File: src/include/vdp_cfg.svh
// VDP core configuration
// Widths, palette size, raster landmarks and the VRAM slot phase
// shared by the package and the RTL blocks

`ifndef VDP_CFG_SVH
`define VDP_CFG_SVH

// Memory and palette
`define VDP_VRAM_AW      17
`define VDP_PAL_ENTRIES  16

// --------------------
// Raster landmarks, cx and cy are 10 bits
// --------------------
`define VDP_VBLANK_CY    10'd464
`define VDP_TOP_CY       10'd40
`define VDP_HINT_CX      10'd656
`define VDP_H_VISIBLE    10'd640
`define VDP_V_VISIBLE    10'd480

// Dot state that owns the CPU VRAM access
`define VDP_SLOT_PHASE   2'b01

`endif
File: src/verilog/vdp_pkg.sv
// VDP shared types
// Data bytes, VRAM addresses, palette entries and the small enums
// used between the CPU port, VRAM slot and colour blocks

`include "vdp_cfg.svh"

package vdp_pkg;

  typedef logic [7:0] vdp_data_t;
  typedef logic [`VDP_VRAM_AW-1:0] vram_addr_t;
  typedef logic [3:0] color_code_t;
  typedef logic [7:0] video_t;

  // 3 bits per component, 9 bits per entry
  typedef struct packed {
    logic [2:0] r;
    logic [2:0] g;
    logic [2:0] b;
  } pal_entry_t;

  typedef enum logic [1:0] {
    PORT_DATA     = 2'b00,
    PORT_CTRL     = 2'b01,
    PORT_PALETTE  = 2'b10,
    PORT_INDIRECT = 2'b11
  } port_mode_e;

  // Gray-coded dot sequence
  typedef enum logic [1:0] {
    DOT_S0 = 2'b00,
    DOT_S1 = 2'b01,
    DOT_S2 = 2'b11,
    DOT_S3 = 2'b10
  } dot_state_e;

endpackage

File: src/verilog/vdp.sv
// VDP core top level
// Connects the CPU port registers, the VRAM access slot, the raster
// event generator, the interrupt logic and the backdrop colour output

module vdp import vdp_pkg::*; (
  input  logic       RESET,
  input  logic       CLK21M,
  input  logic       req,
  output logic       ack,
  input  logic       wrt,
  input  port_mode_e mode,
  input  vdp_data_t  dbo,
  output vdp_data_t  dbi,
  output logic       int_n,
  output logic       vram_we_n,
  output vram_addr_t vram_adr,
  output vdp_data_t  vram_dbo,
  input  vdp_data_t  vram_dbi,
  input  logic [9:0] cx,
  input  logic [9:0] cy,
  input  logic       scanlin,
  output video_t     red,
  output video_t     green,
  output video_t     blue
);

  // CPU port to VRAM slot
  logic        busy;
  vdp_data_t   rd_buf;
  logic        addr_set;
  vram_addr_t  set_addr;
  logic        wr_req;
  vdp_data_t   wr_data;
  logic        rd_req;

  // Interrupt side
  logic        flag_v;
  logic        flag_h;
  logic        clr_v;
  logic        clr_h;
  logic        ie0;
  logic        ie1;
  vdp_data_t   hint_line;

  // Palette and raster
  logic        pal_we;
  color_code_t pal_idx;
  pal_entry_t  pal_rgb;
  color_code_t backdrop;
  dot_state_e  dot_state;
  logic        vblank_start;
  logic        line_hit;
  vdp_data_t   line;
  logic        visible;

  vdp_register u_register (
    .RESET(RESET), .CLK21M(CLK21M), .req(req), .ack(ack), .wrt(wrt), .mode(mode),
    .dbo(dbo), .dbi(dbi), .busy(busy), .rd_buf(rd_buf), .addr_set(addr_set),
    .set_addr(set_addr), .wr_req(wr_req), .wr_data(wr_data), .rd_req(rd_req),
    .flag_v(flag_v), .flag_h(flag_h), .clr_v(clr_v), .clr_h(clr_h), .ie0(ie0),
    .ie1(ie1), .hint_line(hint_line), .pal_we(pal_we), .pal_idx(pal_idx),
    .pal_rgb(pal_rgb), .backdrop(backdrop)
  );

  vdp_vram_access u_vram_access (
    .RESET(RESET), .CLK21M(CLK21M), .dot_state(dot_state), .addr_set(addr_set),
    .set_addr(set_addr), .wr_req(wr_req), .wr_data(wr_data), .rd_req(rd_req),
    .busy(busy), .rd_buf(rd_buf), .vram_we_n(vram_we_n), .vram_adr(vram_adr),
    .vram_dbo(vram_dbo), .vram_dbi(vram_dbi)
  );

  vdp_ssg u_ssg (
    .RESET(RESET), .CLK21M(CLK21M), .cx(cx), .cy(cy), .dot_state(dot_state),
    .vblank_start(vblank_start), .line_hit(line_hit), .line(line), .visible(visible)
  );

  vdp_interrupt u_interrupt (
    .RESET(RESET), .CLK21M(CLK21M), .vblank_start(vblank_start), .line_hit(line_hit),
    .line(line), .hint_line(hint_line), .ie0(ie0), .ie1(ie1), .clr_v(clr_v),
    .clr_h(clr_h), .flag_v(flag_v), .flag_h(flag_h), .int_n(int_n)
  );

  vdp_color_out u_color_out (
    .RESET(RESET), .CLK21M(CLK21M), .pal_we(pal_we), .pal_idx(pal_idx),
    .pal_rgb(pal_rgb), .backdrop(backdrop), .visible(visible), .cy(cy),
    .scanlin(scanlin), .red(red), .green(green), .blue(blue)
  );

endmodule

File: src/verilog/vdp_color_out.sv
// VDP backdrop colour output
// 16-entry palette, backdrop lookup and expansion to 8-bit RGB
// with blanking and optional scanline dimming

`include "vdp_cfg.svh"

module vdp_color_out import vdp_pkg::*; (
  input  logic        RESET,
  input  logic        CLK21M,
  input  logic        pal_we,
  input  color_code_t pal_idx,
  input  pal_entry_t  pal_rgb,
  input  color_code_t backdrop,
  input  logic        visible,
  input  logic [9:0]  cy,
  input  logic        scanlin,
  output video_t      red,
  output video_t      green,
  output video_t      blue
);

  pal_entry_t pal [`VDP_PAL_ENTRIES];
  pal_entry_t ent_q;
  logic       dim_q;

  // Replicate 3 bits up to 8, halve on dimmed lines
  function automatic video_t expand(input logic [2:0] c, input logic dim);
    video_t full;
    full = {c, c, c[2:1]};
    return dim ? (full >> 1) : full;
  endfunction

  always_ff @(posedge RESET or posedge CLK21M) begin
    if (CLK21M) begin
      for (int i = 0; i < `VDP_PAL_ENTRIES; i++) pal[i] <= '0;
      ent_q <= '0;
      dim_q <= 1'b0;
      red <= '0;
      green <= '0;
      blue <= '0;
    end else begin
      if (pal_we) pal[pal_idx] <= pal_rgb;
      // Stage 1 lookup, visible is already one clock behind
      ent_q <= pal[backdrop];
      dim_q <= scanlin & cy[0];
      red <= visible ? expand(ent_q.r, dim_q) : '0;
      green <= visible ? expand(ent_q.g, dim_q) : '0;
      blue <= visible ? expand(ent_q.b, dim_q) : '0;
    end
  end

endmodule

File: src/verilog/vdp_interrupt.sv
// VDP interrupt logic
// Pending vertical and line-match flags, cleared by status reads,
// combined with their enables into one active-low request

module vdp_interrupt import vdp_pkg::*; (
  input  logic      RESET,
  input  logic      CLK21M,
  input  logic      vblank_start,
  input  logic      line_hit,
  input  vdp_data_t line,
  input  vdp_data_t hint_line,
  input  logic      ie0,
  input  logic      ie1,
  input  logic      clr_v,
  input  logic      clr_h,
  output logic      flag_v,
  output logic      flag_h,
  output logic      int_n
);

  always_ff @(posedge RESET or posedge CLK21M) begin
    if (CLK21M) begin
      flag_v <= 1'b0;
      flag_h <= 1'b0;
    end else begin
      // A new event wins over a clearing read
      if (vblank_start) flag_v <= 1'b1;
      else if (clr_v) flag_v <= 1'b0;
      if (line_hit && line == hint_line) flag_h <= 1'b1;
      else if (clr_h) flag_h <= 1'b0;
    end
  end

  assign int_n = ~((flag_v & ie0) | (flag_h & ie1));

endmodule

File: src/verilog/vdp_ssg.sv
// VDP raster event generator
// Runs the dot state sequence and turns the raster position into
// vertical blank and line-match pulses and a visible flag

`include "vdp_cfg.svh"

module vdp_ssg import vdp_pkg::*; (
  input  logic       RESET,
  input  logic       CLK21M,
  input  logic [9:0] cx,
  input  logic [9:0] cy,
  output dot_state_e dot_state,
  output logic       vblank_start,
  output logic       line_hit,
  output vdp_data_t  line,
  output logic       visible
);

  logic       vb_cond, vb_q;
  logic       hit_cond, hit_q;
  logic [9:0] cy_rel;

  assign vb_cond  = (cx == 10'd0) && (cy == `VDP_VBLANK_CY);
  assign hit_cond = (cx == `VDP_HINT_CX) && !cy[0] && (cy >= `VDP_TOP_CY);
  // Two raster lines per display line
  assign cy_rel   = cy - `VDP_TOP_CY;

  always_ff @(posedge RESET or posedge CLK21M) begin
    if (CLK21M) begin
      dot_state <= DOT_S0;
      vb_q <= 1'b0;
      hit_q <= 1'b0;
      vblank_start <= 1'b0;
      line_hit <= 1'b0;
      line <= '0;
      visible <= 1'b0;
    end else begin
      case (dot_state)
        DOT_S0:  dot_state <= DOT_S1;
        DOT_S1:  dot_state <= DOT_S2;
        DOT_S2:  dot_state <= DOT_S3;
        default: dot_state <= DOT_S0;
      endcase
      vb_q <= vb_cond;
      hit_q <= hit_cond;
      vblank_start <= vb_cond & ~vb_q;
      line_hit <= hit_cond & ~hit_q;
      line <= cy_rel[8:1];
      visible <= (cx < `VDP_H_VISIBLE) && (cy < `VDP_V_VISIBLE);
    end
  end

endmodule

File: src/verilog/vdp_vram_access.sv
// VDP VRAM access slot
// Holds the auto-incrementing VRAM pointer and one pending CPU access,
// performs it in the slot dot state and keeps the read-ahead byte

`include "vdp_cfg.svh"

module vdp_vram_access import vdp_pkg::*; (
  input  logic       RESET,
  input  logic       CLK21M,
  input  dot_state_e dot_state,
  input  logic       addr_set,
  input  vram_addr_t set_addr,
  input  logic       wr_req,
  input  vdp_data_t  wr_data,
  input  logic       rd_req,
  output logic       busy,
  output vdp_data_t  rd_buf,
  output logic       vram_we_n,
  output vram_addr_t vram_adr,
  output vdp_data_t  vram_dbo,
  input  vdp_data_t  vram_dbi
);

  vram_addr_t ptr;
  vdp_data_t  wr_q;
  logic       pend_wr;
  logic       pend_rd;
  logic       slot;

  assign slot      = (dot_state == dot_state_e'(`VDP_SLOT_PHASE));
  assign busy      = pend_wr | pend_rd;
  assign vram_adr  = ptr;
  assign vram_dbo  = wr_q;
  assign vram_we_n = ~(pend_wr & slot);

  always_ff @(posedge RESET or posedge CLK21M) begin
    if (CLK21M) begin
      ptr <= '0;
      pend_wr <= 1'b0;
      pend_rd <= 1'b0;
    end else begin
      // Access done, step the pointer
      if (slot && busy) begin
        pend_wr <= 1'b0;
        pend_rd <= 1'b0;
        ptr <= ptr + 1'b1;
      end
      if (wr_req) pend_wr <= 1'b1;
      if (rd_req) pend_rd <= 1'b1;
      if (addr_set) ptr <= set_addr;
    end
  end

  always_ff @(posedge RESET) begin
    if (wr_req) wr_q <= wr_data;
    if (slot && pend_rd) rd_buf <= vram_dbi;
  end

  // The CPU port only issues a new access once the previous one is done
  a_no_req_busy: assert property (@(posedge RESET) disable iff (CLK21M)
    (wr_req || rd_req) |-> !busy);

  // Write strobe sits in the slot and lasts one clock
  a_we_slot: assert property (@(posedge RESET) disable iff (CLK21M)
    !vram_we_n |-> slot ##1 vram_we_n);

endmodule

File: src/verilog/vdp_register.sv
// VDP CPU port
// Decodes the data, control, palette and indirect port modes, holds the
// control registers and first-byte latches, returns status bytes and
// drives the req/ack handshake and the strobes to the VRAM slot

module vdp_register import vdp_pkg::*; (
  input  logic        RESET,
  input  logic        CLK21M,
  input  logic        req,
  output logic        ack,
  input  logic        wrt,
  input  port_mode_e  mode,
  input  vdp_data_t   dbo,
  output vdp_data_t   dbi,
  input  logic        busy,
  input  vdp_data_t   rd_buf,
  output logic        addr_set,
  output vram_addr_t  set_addr,
  output logic        wr_req,
  output vdp_data_t   wr_data,
  output logic        rd_req,
  input  logic        flag_v,
  input  logic        flag_h,
  output logic        clr_v,
  output logic        clr_h,
  output logic        ie0,
  output logic        ie1,
  output vdp_data_t   hint_line,
  output logic        pal_we,
  output color_code_t pal_idx,
  output pal_entry_t  pal_rgb,
  output color_code_t backdrop
);

  vdp_data_t r0, r1, r7, r14, r15, r16, r19;
  vdp_data_t ctrl_lat;
  vdp_data_t pal_lat;
  logic      ctrl_first;
  logic      pal_first;
  logic      accept;
  vdp_data_t rd_mux;

  // Data port accesses hold off while the slot is still busy
  assign accept = req && !ack && !(mode == PORT_DATA && busy);

  assign ie0       = r1[5];
  assign ie1       = r0[4];
  assign hint_line = r19;
  assign backdrop  = r7[3:0];

  always_comb begin
    rd_mux = '0;
    case (mode)
      PORT_DATA: rd_mux = rd_buf;
      PORT_CTRL: begin
        if (r15 == 8'd0) rd_mux = {flag_v, 7'd0};
        else if (r15 == 8'd1) rd_mux = {7'd0, flag_h};
      end
      default: rd_mux = '0;
    endcase
  end

  // --------------------
  // Handshake, strobes and registers
  // --------------------
  always_ff @(posedge RESET or posedge CLK21M) begin
    if (CLK21M) begin
      ack <= 1'b0;
      addr_set <= 1'b0;
      wr_req <= 1'b0;
      rd_req <= 1'b0;
      clr_v <= 1'b0;
      clr_h <= 1'b0;
      pal_we <= 1'b0;
      ctrl_first <= 1'b0;
      pal_first <= 1'b0;
      r0 <= '0;
      r1 <= '0;
      r7 <= '0;
      r14 <= '0;
      r15 <= '0;
      r16 <= '0;
      r19 <= '0;
    end else begin
      ack <= accept;
      addr_set <= 1'b0;
      wr_req <= 1'b0;
      rd_req <= 1'b0;
      clr_v <= 1'b0;
      clr_h <= 1'b0;
      pal_we <= 1'b0;
      if (accept) begin
        case (mode)
          PORT_DATA: begin
            wr_req <= wrt;
            // Reading consumes the buffer, fetch the next byte
            rd_req <= !wrt;
          end
          PORT_CTRL: begin
            if (!wrt) begin
              ctrl_first <= 1'b0;
              clr_v <= (r15 == 8'd0);
              clr_h <= (r15 == 8'd1);
            end else if (!ctrl_first) begin
              ctrl_first <= 1'b1;
            end else begin
              ctrl_first <= 1'b0;
              if (dbo[7]) begin
                case (dbo[5:0])
                  6'd0:  r0 <= ctrl_lat;
                  6'd1:  r1 <= ctrl_lat;
                  6'd7:  r7 <= ctrl_lat;
                  6'd14: r14 <= ctrl_lat;
                  6'd15: r15 <= ctrl_lat;
                  6'd16: begin
                    r16 <= ctrl_lat;
                    pal_first <= 1'b0;
                  end
                  6'd19: r19 <= ctrl_lat;
                  default: ;
                endcase
              end else begin
                addr_set <= 1'b1;
                // Read address set starts the prefetch
                rd_req <= !dbo[6];
              end
            end
          end
          PORT_PALETTE: begin
            if (wrt) begin
              pal_first <= !pal_first;
              if (pal_first) begin
                pal_we <= 1'b1;
                r16[3:0] <= r16[3:0] + 4'd1;
              end
            end
          end
          default: ;
        endcase
      end
    end
  end

  // Payload captured with each accepted access
  always_ff @(posedge RESET) begin
    if (accept) begin
      dbi <= rd_mux;
      wr_data <= dbo;
      set_addr <= {r14[2:0], dbo[5:0], ctrl_lat};
      pal_idx <= r16[3:0];
      pal_rgb <= '{r: pal_lat[6:4], g: dbo[2:0], b: pal_lat[2:0]};
      if (mode == PORT_CTRL && wrt && !ctrl_first) ctrl_lat <= dbo;
      if (mode == PORT_PALETTE && wrt && !pal_first) pal_lat <= dbo;
    end
  end

  // ack is a single-clock pulse even while req is still held
  a_ack_pulse: assert property (@(posedge RESET) disable iff (CLK21M) ack |=> !ack);

endmodule

File: config.mk
export PLATFORM = sky130hd
export DESIGN_NAME = vdp
export DESIGN_NICKNAME = d
export VERILOG_FILES = /design/src/verilog/vdp_pkg.sv /design/src/verilog/vdp.sv /design/src/verilog/vdp_color_out.sv /design/src/verilog/vdp_interrupt.sv /design/src/verilog/vdp_ssg.sv /design/src/verilog/vdp_vram_access.sv /design/src/verilog/vdp_register.sv
export VERILOG_INCLUDE_DIRS = /design/src /design/src/include
export SDC_FILE = /design/constraint.sdc
export NUM_CORES = 1
export LEC_CHECK = 0
export ABC_AREA = 1
export BUFFER_PORTS_ARGS = -buffer_cell sky130_fd_sc_hd__buf_4
export CORE_ASPECT_RATIO = 1.1
export CORE_MARGIN = 2
export CORE_UTILIZATION = 44
export CTS_BUF_LIST = sky130_fd_sc_hd__clkbuf_4
export CTS_CLUSTER_DIAMETER = 100
export DETAILED_ROUTE_END_ITERATION = 12
export GPL_TIMING_DRIVEN = 1
export SKIP_LAST_GASP = 1
export SLEW_MARGIN = 20
export SYNTH_ARGS = -nofsm -noshare
export SYNTH_HDL_FRONTEND = slang
export SYNTH_SLANG_ARGS = --single-unit
File: constraint.sdc
create_clock -name RESET -period 20.2 [get_ports RESET]
set_clock_uncertainty 0.2 [all_clocks]
set_input_delay 1.01 -clock RESET [delete_from_list [all_inputs] [get_ports RESET]]
set_output_delay 1.01 -clock RESET [all_outputs]
set_load 0.05 [all_outputs]
==> results of run 1 <==
[layout by cell type (no fill, tap or decap), types with 11 or more instances in the layout]
cell type and count:
nand2_1 340, dfrtp_1 238, o21ai_0 195, inv_1 172
clkbuf_4 117, buf_4 108, nand3_1 92, nor2_1 91
edfxtp_1 67, a21oi_1 56, o21ai_1 41, clkinv_1 27
o211ai_1 16, o22ai_1 11
[stage by stage]
step | hold WS (ns) | setup slack, ns | util
after floorplan | 0.178 | 12.40 | -
after global placement | 0.167 | 16.36 | 0.477
after detailed placement | 0.169 | 16.33 | 0.477
after CTS | 0.185 | 17.08 | 0.510
after global routing | 0.203 | 17.05 | 0.510
final | 0.178 | 17.41 | 0.510
[metal layers]
layer / part of all wire / up-vias / routed length (um)
met5: 0 / - / 0
met3: 0.046 / 63 / 1490
met2: 0.48 / 211 / 15600
met1: 0.44 / 4858 / 14000
met4: 0.033 / 0 / 1060
li1: - / 5130 / -
[kinds of logic (layout without fill, tap and decap cells)]
group,count (synthesis),after routing,share of synthesized area
AOI/OAI and AO/OA,331,331,0.130
xor gates and xnor gates,13,13,0.00846
adders and majority gates,4,4,0.00372
buffers and inverters,254,435,0.0773
DFF,307,307,0.596
other,0,3,0
and+or+nand+nor,576,576,0.185
[registers in the layout, indices dropped and copies added (netlist names), 2 cells and up]
register / flops
u_register.r7: 4
u_ssg.dot_state: 2
u_color_out.blue: 4
u_register.wr_data: 6
u_color_out.green: 4
u_register.pal_idx: 4
u_register.pal_rgb: 8
u_register.pal_lat: 6
u_register.r14: 3
u_color_out.red: 4
u_ssg.line: 8
u_register.hint_line: 8
u_register.r16: 4
u_color_out.ent_q: 9
u_color_out.pal: 144
u_register.set_addr: 11
u_register.ctrl_lat: 8
u_register.dbi: 8
u_vram_access.rd_buf: 8
u_vram_access.vram_dbo: 8
u_vram_access.vram_adr: 17
u_register.r15: 8
[path summary, 6_finish.rpt]
kind                                    startpoint                   end  cells after the start
worst max-delay path            u_ssg.dot_state[1]             vram_we_n                      3
worst min-delay path            u_ssg.dot_state[0]    u_ssg.dot_state[1]                      0
worst max register to register    u_register.r7[0]  u_color_out.ent_q[4]                      6
worst min register to register  u_ssg.dot_state[0]    u_ssg.dot_state[1]                      0
max in group asynchronous                   CLK21M   u_color_out.pal[97]                      4
min in group asynchronous                   CLK21M   u_color_out.pal[57]                      2
[cells in the mapped netlist, types with 2 or more instances]
cell / n
nand2_1: 340
nand3b_1: 2
nor3_4: 2
nor2_2: 7
dfrtp_1: 240
nor3_1: 7
or2_2: 3
o22ai_1: 11
nor2_4: 5
buf_1: 4
inv_1: 173
nor2_1: 91
buf_4: 16
xor2_1: 9
buf_2: 13
inv_2: 4
o21ai_1: 41
nand3_2: 5
nand3_1: 92
o211ai_1: 16
o21ai_0: 195
nand4_1: 7
edfxtp_1: 67
o21bai_1: 7
a21oi_1: 56
clkbuf_1: 39
clkinv_1: 2
nand2_2: 9
nor3_2: 2
xnor2_1: 4
clkbuf_2: 2
ha_1: 4
[cell type report]
| type | count | share of cell area |
|---|---|---|
| diodes | 3 | 0.000486 |
| flip-flops and latches | 307 | 0.520 |
| clock inverters | 30 | 0.00754 |
| clock buffers | 117 | 0.0569 |
| repair buffers | 109 | 0.0532 |
| inverters | 179 | 0.0440 |
| well taps | 414 | 0.0335 |
| multi-input cells | 924 | 0.285 |
[where the power goes]
part | switching (uW) | internal [uW]
registers | 39.6 | 686
logic | 137 | 64.4
clock network | 249 | 267
total | 426 | 1020
==> flow_metrics.tcl, run 1 <==
set metrics [dict create \
    outcome "finished clean" \
    via_per_inst 4.93 \
    antenna_left 0 \
    route.detailed.drc 0 \
    fp-row-count 67 \
    antenna_found_initial 2 \
    worst_pin_slew_ns 1.08 \
    p_leak_uw 0.00694 \
    grtUsageMet3 0.0430 \
    drv_slew 0 \
    dp_hpwl_um 20700 \
    synth.yosys.seq_area_share 0.596 \
    cts_made_buffers 81 \
    yosys_warnings 0 \
    grt-busiest-layer "met2" \
    die_w_um 171 \
    cts_setup_buffers 0 \
    drt_iter0_markers 767 \
    postRouteWirelength_um 32200 \
    synth_top_area_share 0.446 \
    setup_viol 0 \
    rsz0062_at_grt "no" \
    area_growth_syn_to_layout_pct 14.8 \
    p_per_area_nw_per_um2 93.5 \
    syn_avg_cell_area_um2 9.06 \
    grt_usage 0.209 \
    vias 10300 \
    ys_types 42 \
    tns_ns 0 \
    ys.flop_type "dfrtp_1" \
    layout.nets 1649 \
    cts_buffer_depth 3 \
    crit_path_end_kind "output port" \
    reg2reg_slack_ns 17.61 \
    hold_violations 0 \
    seqCellArea_um2 8020 \
    gr-total-overflow 0 \
    synth_seq_cells 307 \
    h-tree-depth 3 \
    grt_max_degree 119 \
    dp_cells 1933 \
    fin_crit_sh 0.138 \
    cts_tree "done" \
    relSlewSlack 0.279 \
    drv_cap 0 \
    crit_slowest_cell "dfrtp_1" \
    io_buffers 102 \
    dieArea_um2 32000 \
    criticalPathCategory "flop to output port" \
    async_flop_share 0.782 \
    post_cts_resized 0 \
    stdcell_count 2083 \
    clock.fmax_ghz 0.359 \
    fin_crit_ns 2.79 \
    clkTransAtPathRegs_ns 0.06 \
    clock-sinks 307 \
    use_met2 0.342 \
    ir_drop_v 0.0000663 \
    crit_path_cell_trace "nor2_1 > nand2_1 > buf_4" \
    io_pins 103 \
    first_pass_iters 6 \
    multi_input_area_um2 4400 \
    syn_nets 1532 \
    slowest_delay_ns 0.39 \
    synthTopCellsByArea "dfrtp_1 45%, edfxtp_1 15%, nand2_1 9.5%, o21ai_0 7.3%, inv_1 4.8%" \
    grt_pass1_wl_um 52800 \
    yosysTopAreaCell "dfrtp_1" \
    power.total_uw 1440 \
    crit_path_max_fanout 4 \
    postCtsHoldBufs 0 \
    clk_latency_ns 0.70 \
    cp_top_family "flip-flops" \
    final_layout_size_suffix_gt1_frac 0.164 \
    cts_root_buf "clkbuf_4" \
    placed_area_um2 14400 \
    synth-edff-count 67 \
    crit_required_ns 18.99 \
    die_y_um 187 \
    fill_cells 2891 \
    synthCells 1485 \
    hold_class "flop to flop" \
    avgRoutedWirePerCell_um 15.4 \
    first_global_vias 10200 \
    gp_congestion 0.860 \
    grtUsageMet1 0.268 \
    synth_area_um2 13500 \
    arrival_ns 1.58 \
    coreArea_um2 30300 \
    path_buf_inv 1 \
    start_kind "flop" \
    postLayoutCellArea_um2 15400 \
    start_util 0.445 \
]
Power figures use the tool's default switching activity.
==> inputs of run 2 (changes only) <==
ABC_AREA = 0   (was 1)
clock period = 2.38 ns   (was 20.2 ns; I/O delays follow)
==> run 2 against run 1 <==
  * The flow now finishes with violations (design-rule violations)
  * Wire length down 6.8%
  * Synthesized area shrank 4.1%
  * Non-clock buffer count up 103
  * Critical path type is now flop to flop
==> flow_metrics.tcl, run 2 <==
set metrics [dict create \
    outcome "finished, violations left" \
    violations "design-rule violations" \
    worst_pin_slew_ns 0.766 \
    final_cell_mix "239 x dfrtp_1, 169 x mux2_2, 129 x buf_4" \
    stdcell_count 1540 \
    crit_path_end_kind "flop" \
    antenna_found_initial 1 \
    clock.fmax_ghz 0.442 \
    async_flop_share 0.782 \
    io_pins 103 \
    start_util 0.448 \
    layout_commonest_cell "dfrtp_1" \
    yosys_warnings 0 \
    layout.nets 1161 \
    criticalPathCategory "flop to flop" \
    crit_required_ns 2.74 \
    dieArea_um2 30700 \
    cts_made_buffers 79 \
    dp_cells 1322 \
    first_pass_iters 9 \
    clkTransAtPathRegs_ns 0.07 \
    synth_common_cells "240 x dfrtp_1, 169 x mux2_2, 67 x edfxtp_1" \
    largest-register "u_color_out.pal" \
    hold_violations 0 \
    io_buffers 102 \
    clk_latency_ns 0.70 \
    gp_congestion 0.784 \
    crit_path_max_fanout 8 \
    route.detailed.drc 6 \
    largest_register_ffs 144 \
    coreArea_um2 28800 \
    cts_buffer_depth 3 \
    postLayoutCellArea_um2 16000 \
    syn_nets 916 \
    drt_iter0_markers 460 \
    final_layout_size_suffix_gt1_frac 0.405 \
    antenna_left 0 \
    drv_slew 0 \
    postRouteWirelength_um 30000 \
    grt_max_degree 124 \
    area_growth_syn_to_layout_pct 24.4 \
    synthTopCellsByArea "dfrtp_1 47%, edfxtp_1 16%, mux2_2 15%, mux4_2 6.3%, nand2_1 1.2%" \
    cts_tree "done" \
    synth.yosys.seq_area_share 0.622 \
    p_per_area_nw_per_um2 747 \
    p_leak_uw 0.00738 \
    dp_hpwl_um 18400 \
    setup_viol 0 \
    first_global_vias 8756 \
    grt_pass1_wl_um 47900 \
    placed_area_um2 14200 \
    ir_drop_v 0.000479 \
    ys.flop_type "dfrtp_1" \
    die_w_um 167 \
    fp-row-count 65 \
    synth_top_area_share 0.466 \
    synthCells 869 \
    h-tree-depth 3 \
    drv_cap 0 \
    hold_class "primary input to asynchronous set/reset pin" \
    ys_types 56 \
    fin_crit_sh 0.950 \
    synth_seq_cells 307 \
    relSlewSlack 0.489 \
    cts_root_buf "clkbuf_4" \
    fin_crit_ns 2.26 \
    avgRoutedWirePerCell_um 19.5 \
    clock-sinks 307 \
    via_per_inst 5.38 \
    gr-total-overflow 0 \
    rsz0062_at_grt "no" \
    synthMostInstantiatedCell "dfrtp_1" \
    hold_slack_ns 0.00186 \
    vias 8280 \
    die_y_um 184 \
    yosysTopAreaCell "dfrtp_1" \
    start_kind "flop" \
    grt_usage 0.203 \
    arrival_ns 2.62 \
    synth-edff-count 67 \
    synth_area_um2 12900 \
    syn_avg_cell_area_um2 14.8 \
]
==> run 2: final timing paths <==
| check | start | endpoint | slack (ns) | depth (start not counted) |
|---|---|---|---|---|
| worst max-delay path | u_register.ack | u_register.r15[3] | 0.12 | 4 |
| worst min-delay path | CLK21M | u_color_out.pal[83] | 0.002 | 4 |
| worst max register to register | u_register.ack | u_register.r15[3] | 0.12 | 4 |
| worst min register to register | u_ssg.hit_q | u_ssg.line_hit | 0.20 | 1 |
| max in group asynchronous | CLK21M | u_color_out.pal[58] | 1.40 | 4 |
| min in group RESET | cy[1] | u_ssg.vblank_start | 0.10 | 4 |
==> run 2: worst max-delay path, stage by stage, from the launching register on <==
cell      delay [ns]
dfrtp_1         0.40
nor3b_1         0.37
and4bb_1        0.34
nand4_1         0.39
mux2_2          0.41
==> run 2: cell families after synthesis <==
| logic type | Yosys count | synth area share |
|---|---|---|
| flip-flops | 307 | 0.622 |
| multiplexers | 215 | 0.218 |
| AND/OR/NAND/NOR | 188 | 0.0816 |
| AO/OA/AOI/OAI | 75 | 0.0405 |
| buffers and inverters | 62 | 0.0221 |
| XOR/XNOR | 18 | 0.0122 |
| adder cells (fa/ha/maj) | 4 | 0.00388 |
==> run 2: through the flow <==
step / util / setup slack (ns) / TNS [ns] / total power [uW]
global placement: 0.493 / 0.298 / 0 / 7360
detailed placement: 0.493 / 0.214 / 0 / 7380
CTS: 0.556 / 0.0537 / 0 / 12200
floorplan: - / -1.09 / -260.84 / 6900
finish: 0.557 / 0.118 / 0 / 12000
global route: 0.557 / 0.0343 / 0 / 12600
==> run 2: per-layer routing <==
metal	global-route usage	part of all wire	vias to the layer above	routed length, um
met5	0	0	-	0
met1	0.252	0.42	4244	12600
met4	0.0692	0.018	0	545
li1	-	-	3766	-
met2	0.352	0.51	225	15400
met3	0.0450	0.046	45	1390
==> run 2: where the power goes <==
| part | switching [uW] | internal, uW |
|---|---|---|
| Sequential | 282 | 5700 |
| Combinational | 805 | 590 |
| Clock | 2110 | 2500 |
| Total | 3200 | 8790 |
==> run 2: what timing repair did <==
item | 4_1_cts | 5_1_grt
resized for setup | 0 | 2
buffers inserted | 0 | 1
hold buffers | 77 | 2
endpoints found under the setup margin | 0 | 3
hold endpoints to repair | 381 | 3
==> run 2: area by class of cell <==
| type | count | area [um^2] |
|---|---|---|
| diodes | 1 | 2.50 |
| clock buffers | 119 | 893 |
| clock inverters | 19 | 143 |
| fillers | 2388 | 12700 |
| inverters | 14 | 56.3 |
| multi-input cells | 500 | 4620 |
| flip-flops and latches | 307 | 8020 |
| well taps | 368 | 460 |
| repair buffers | 212 | 1850 |
==> inputs of run 3 (changes only) <==
RECOVER_POWER = 100   (was unset)
==> run 3 against run 2 <==
  * The flow finishes with violations (design-rule violations, max-capacitance violations, max-slew violations)
  * Via count is 0.24% lower
  * Global-route usage did not move
  * Maximum frequency down 1.1%
  * Highest routed layer unchanged
  * Critical path depth did not move
  * Largest cell class unchanged
  * Critical endpoint unchanged
  * Sequential power barely moved
==> flow_metrics.tcl, run 3 (synthesis gave the netlist of run 2 again) <==
set metrics [dict create \
    area_growth_syn_to_layout_pct 21.2 \
    p_leak_uw 0.00700 \
    layout.nets 1161 \
    worstReg2RegStart "u_register.ack" \
    gr-total-overflow 0 \
    start_kind "flop" \
    p_per_area_nw_per_um2 760 \
    switchingPower_uw 3200 \
    clkPwrFrac 0.389 \
    clock-sinks 307 \
    antenna_left 0 \
    fin_crit_sh 0.961 \
    via_per_inst 5.36 \
    drv_cap 2 \
    hold_violations 0 \
    clk_latency_ns 0.70 \
    first_pass_iters 9 \
    h-tree-depth 3 \
    outcome "finished, violations left" \
    endpoint "u_register.r15[3]" \
    cts_tree "done" \
    clkTransAtPathRegs_ns 0.07 \
    final_cell_mix "239 x dfrtp_1, 169 x mux2_2, 134 x clkbuf_4" \
    dieArea_um2 30700 \
    violations "design-rule violations, max-capacitance violations, max-slew violations" \
    coreArea_um2 28800 \
    postRouteWirelength_um 30000 \
    layout_commonest_cell "dfrtp_1" \
    crit_start "u_register.ack" \
    fp-row-count 65 \
    cts_made_buffers 79 \
    ir_drop_v 0.000475 \
    drt_iter0_markers 480 \
    rr_worst_depth 4 \
    fill_cells 2475 \
    setup_slack_ns 0.0936 \
    grt_pass1_wl_um 47900 \
    pwr-share-comb 0.108 \
    vias 8260 \
    r2r-end "u_register.r15[3]" \
    die_w_um 167 \
    final_layout_size_suffix_gt1_frac 0.328 \
    avgRoutedWirePerCell_um 19.5 \
    arrival_ns 2.64 \
    fin_crit_ns 2.29 \
    criticalPathCategory "flop to flop" \
    clock.fmax_ghz 0.437 \
    dp_hpwl_um 18400 \
    first_global_vias 8756 \
    start_util 0.448 \
    grt_usage 0.203 \
    crit_required_ns 2.73 \
    crit_path_max_fanout 8 \
    seqCellArea_um2 8020 \
    drv_slew 242 \
    io_buffers 102 \
    antenna_found_initial 1 \
    hold_class "primary input to flop" \
    multi_input_area_um2 4600 \
    swShare 0.269 \
    grt_max_degree 124 \
    largest_register_ffs 144 \
    largest-register "u_color_out.pal" \
    final_util 0.543 \
    crit_path_end_kind "flop" \
    setup_viol 0 \
    cts_buffer_depth 3 \
    reg2reg_slack_ns 0.09 \
    seq_power_share 0.503 \
    rsz0062_at_grt "no" \
    internal_power_uw 8690 \
    pre_cts_slack_ns 0.214 \
    route.detailed.drc 6 \
    io_pins 103 \
    cts_root_buf "clkbuf_4" \
    relSlewSlack -0.131 \
    min-delay-start "cy[1]" \
    gp_congestion 0.784 \
    worst_pin_slew_ns 1.70 \
    die_y_um 184 \
]
-- run 3: how the worst min path moves through the flow --
stage / end / slack, ns / cells after the start
2_1_floorplan: u_ssg.line[0] / -0.05 / 0
3_3_place_gp: u_ssg.line[1] / 0.05 / 1
3_5_place_dp: u_ssg.line[1] / 0.05 / 1
4_1_cts: u_color_out.pal[83] / 0.004 / 4
5_1_grt: u_ssg.vblank_start / 0.10 / 4
6_report: u_ssg.vblank_start / 0.12 / 4
-- run 3: repair_timing --
item / CTS / global route
gates resized for setup: 0 / 2
endpoints found under the setup margin: 0 / 3
hold buffers: 77 / 2
buffers inserted: 0 / 1
hold endpoints to repair: 381 / 3
-- run 3: area by class of cell --
| class | instances | share of cell area |
|---|---|---|
| diodes | 1 | 0.000160 |
| clock buffers | 119 | 0.0572 |
| clock inverters | 19 | 0.00913 |
| inverters | 14 | 0.00344 |
| multi-input cells | 500 | 0.294 |
| flip-flops and latches | 307 | 0.513 |
| well taps | 368 | 0.0295 |
| repair buffers | 212 | 0.0933 |
-- run 3: worst max-delay path, stage by stage (launching register included) --
cell and delay (ns):
dfrtp_1 0.40, nor3b_1 0.38, and4bb_1 0.34, nand4_1 0.40, mux2_2 0.41
-- run 3: routing by layer --
| metal | GRT usage | part of all wire | vias to the layer above | routed length, um |
|---|---|---|---|---|
| li1 | - | - | 3770 | - |
| met1 | 0.252 | 0.42 | 4225 | 12600 |
| met2 | 0.352 | 0.51 | 222 | 15400 |
| met3 | 0.0450 | 0.050 | 43 | 1500 |
| met4 | 0.0692 | 0.018 | 0 | 535 |
| met5 | 0 | 0 | - | 0 |
-- run 3: power groups by stage --
stage          clock, uW  combinational [uW]  sequential [uW]
6_report            4620                1280             5980
5_1_grt             5060                1400             6020
4_1_cts             4780                1400             5980
3_5_place_dp           0                1300             6080
3_3_place_gp           0                1290             6070
2_1_floorplan          0                 594             6310
-- run 3: metrics by stage --
stage               cell area [um^2]  setup TNS (ns)  hold slack, ns  instances  total power [uW]
floorplan                      12900         -260.84         -0.0496        869              6900
global route                   15600               0           0.104       1540             12500
finish                         15600               0           0.122       1540             11900
CTS                            16000               0         0.00414       1537             12200
global placement               14200               0          0.0458       1322              7360
detailed placement             14200               0          0.0482       1322              7380
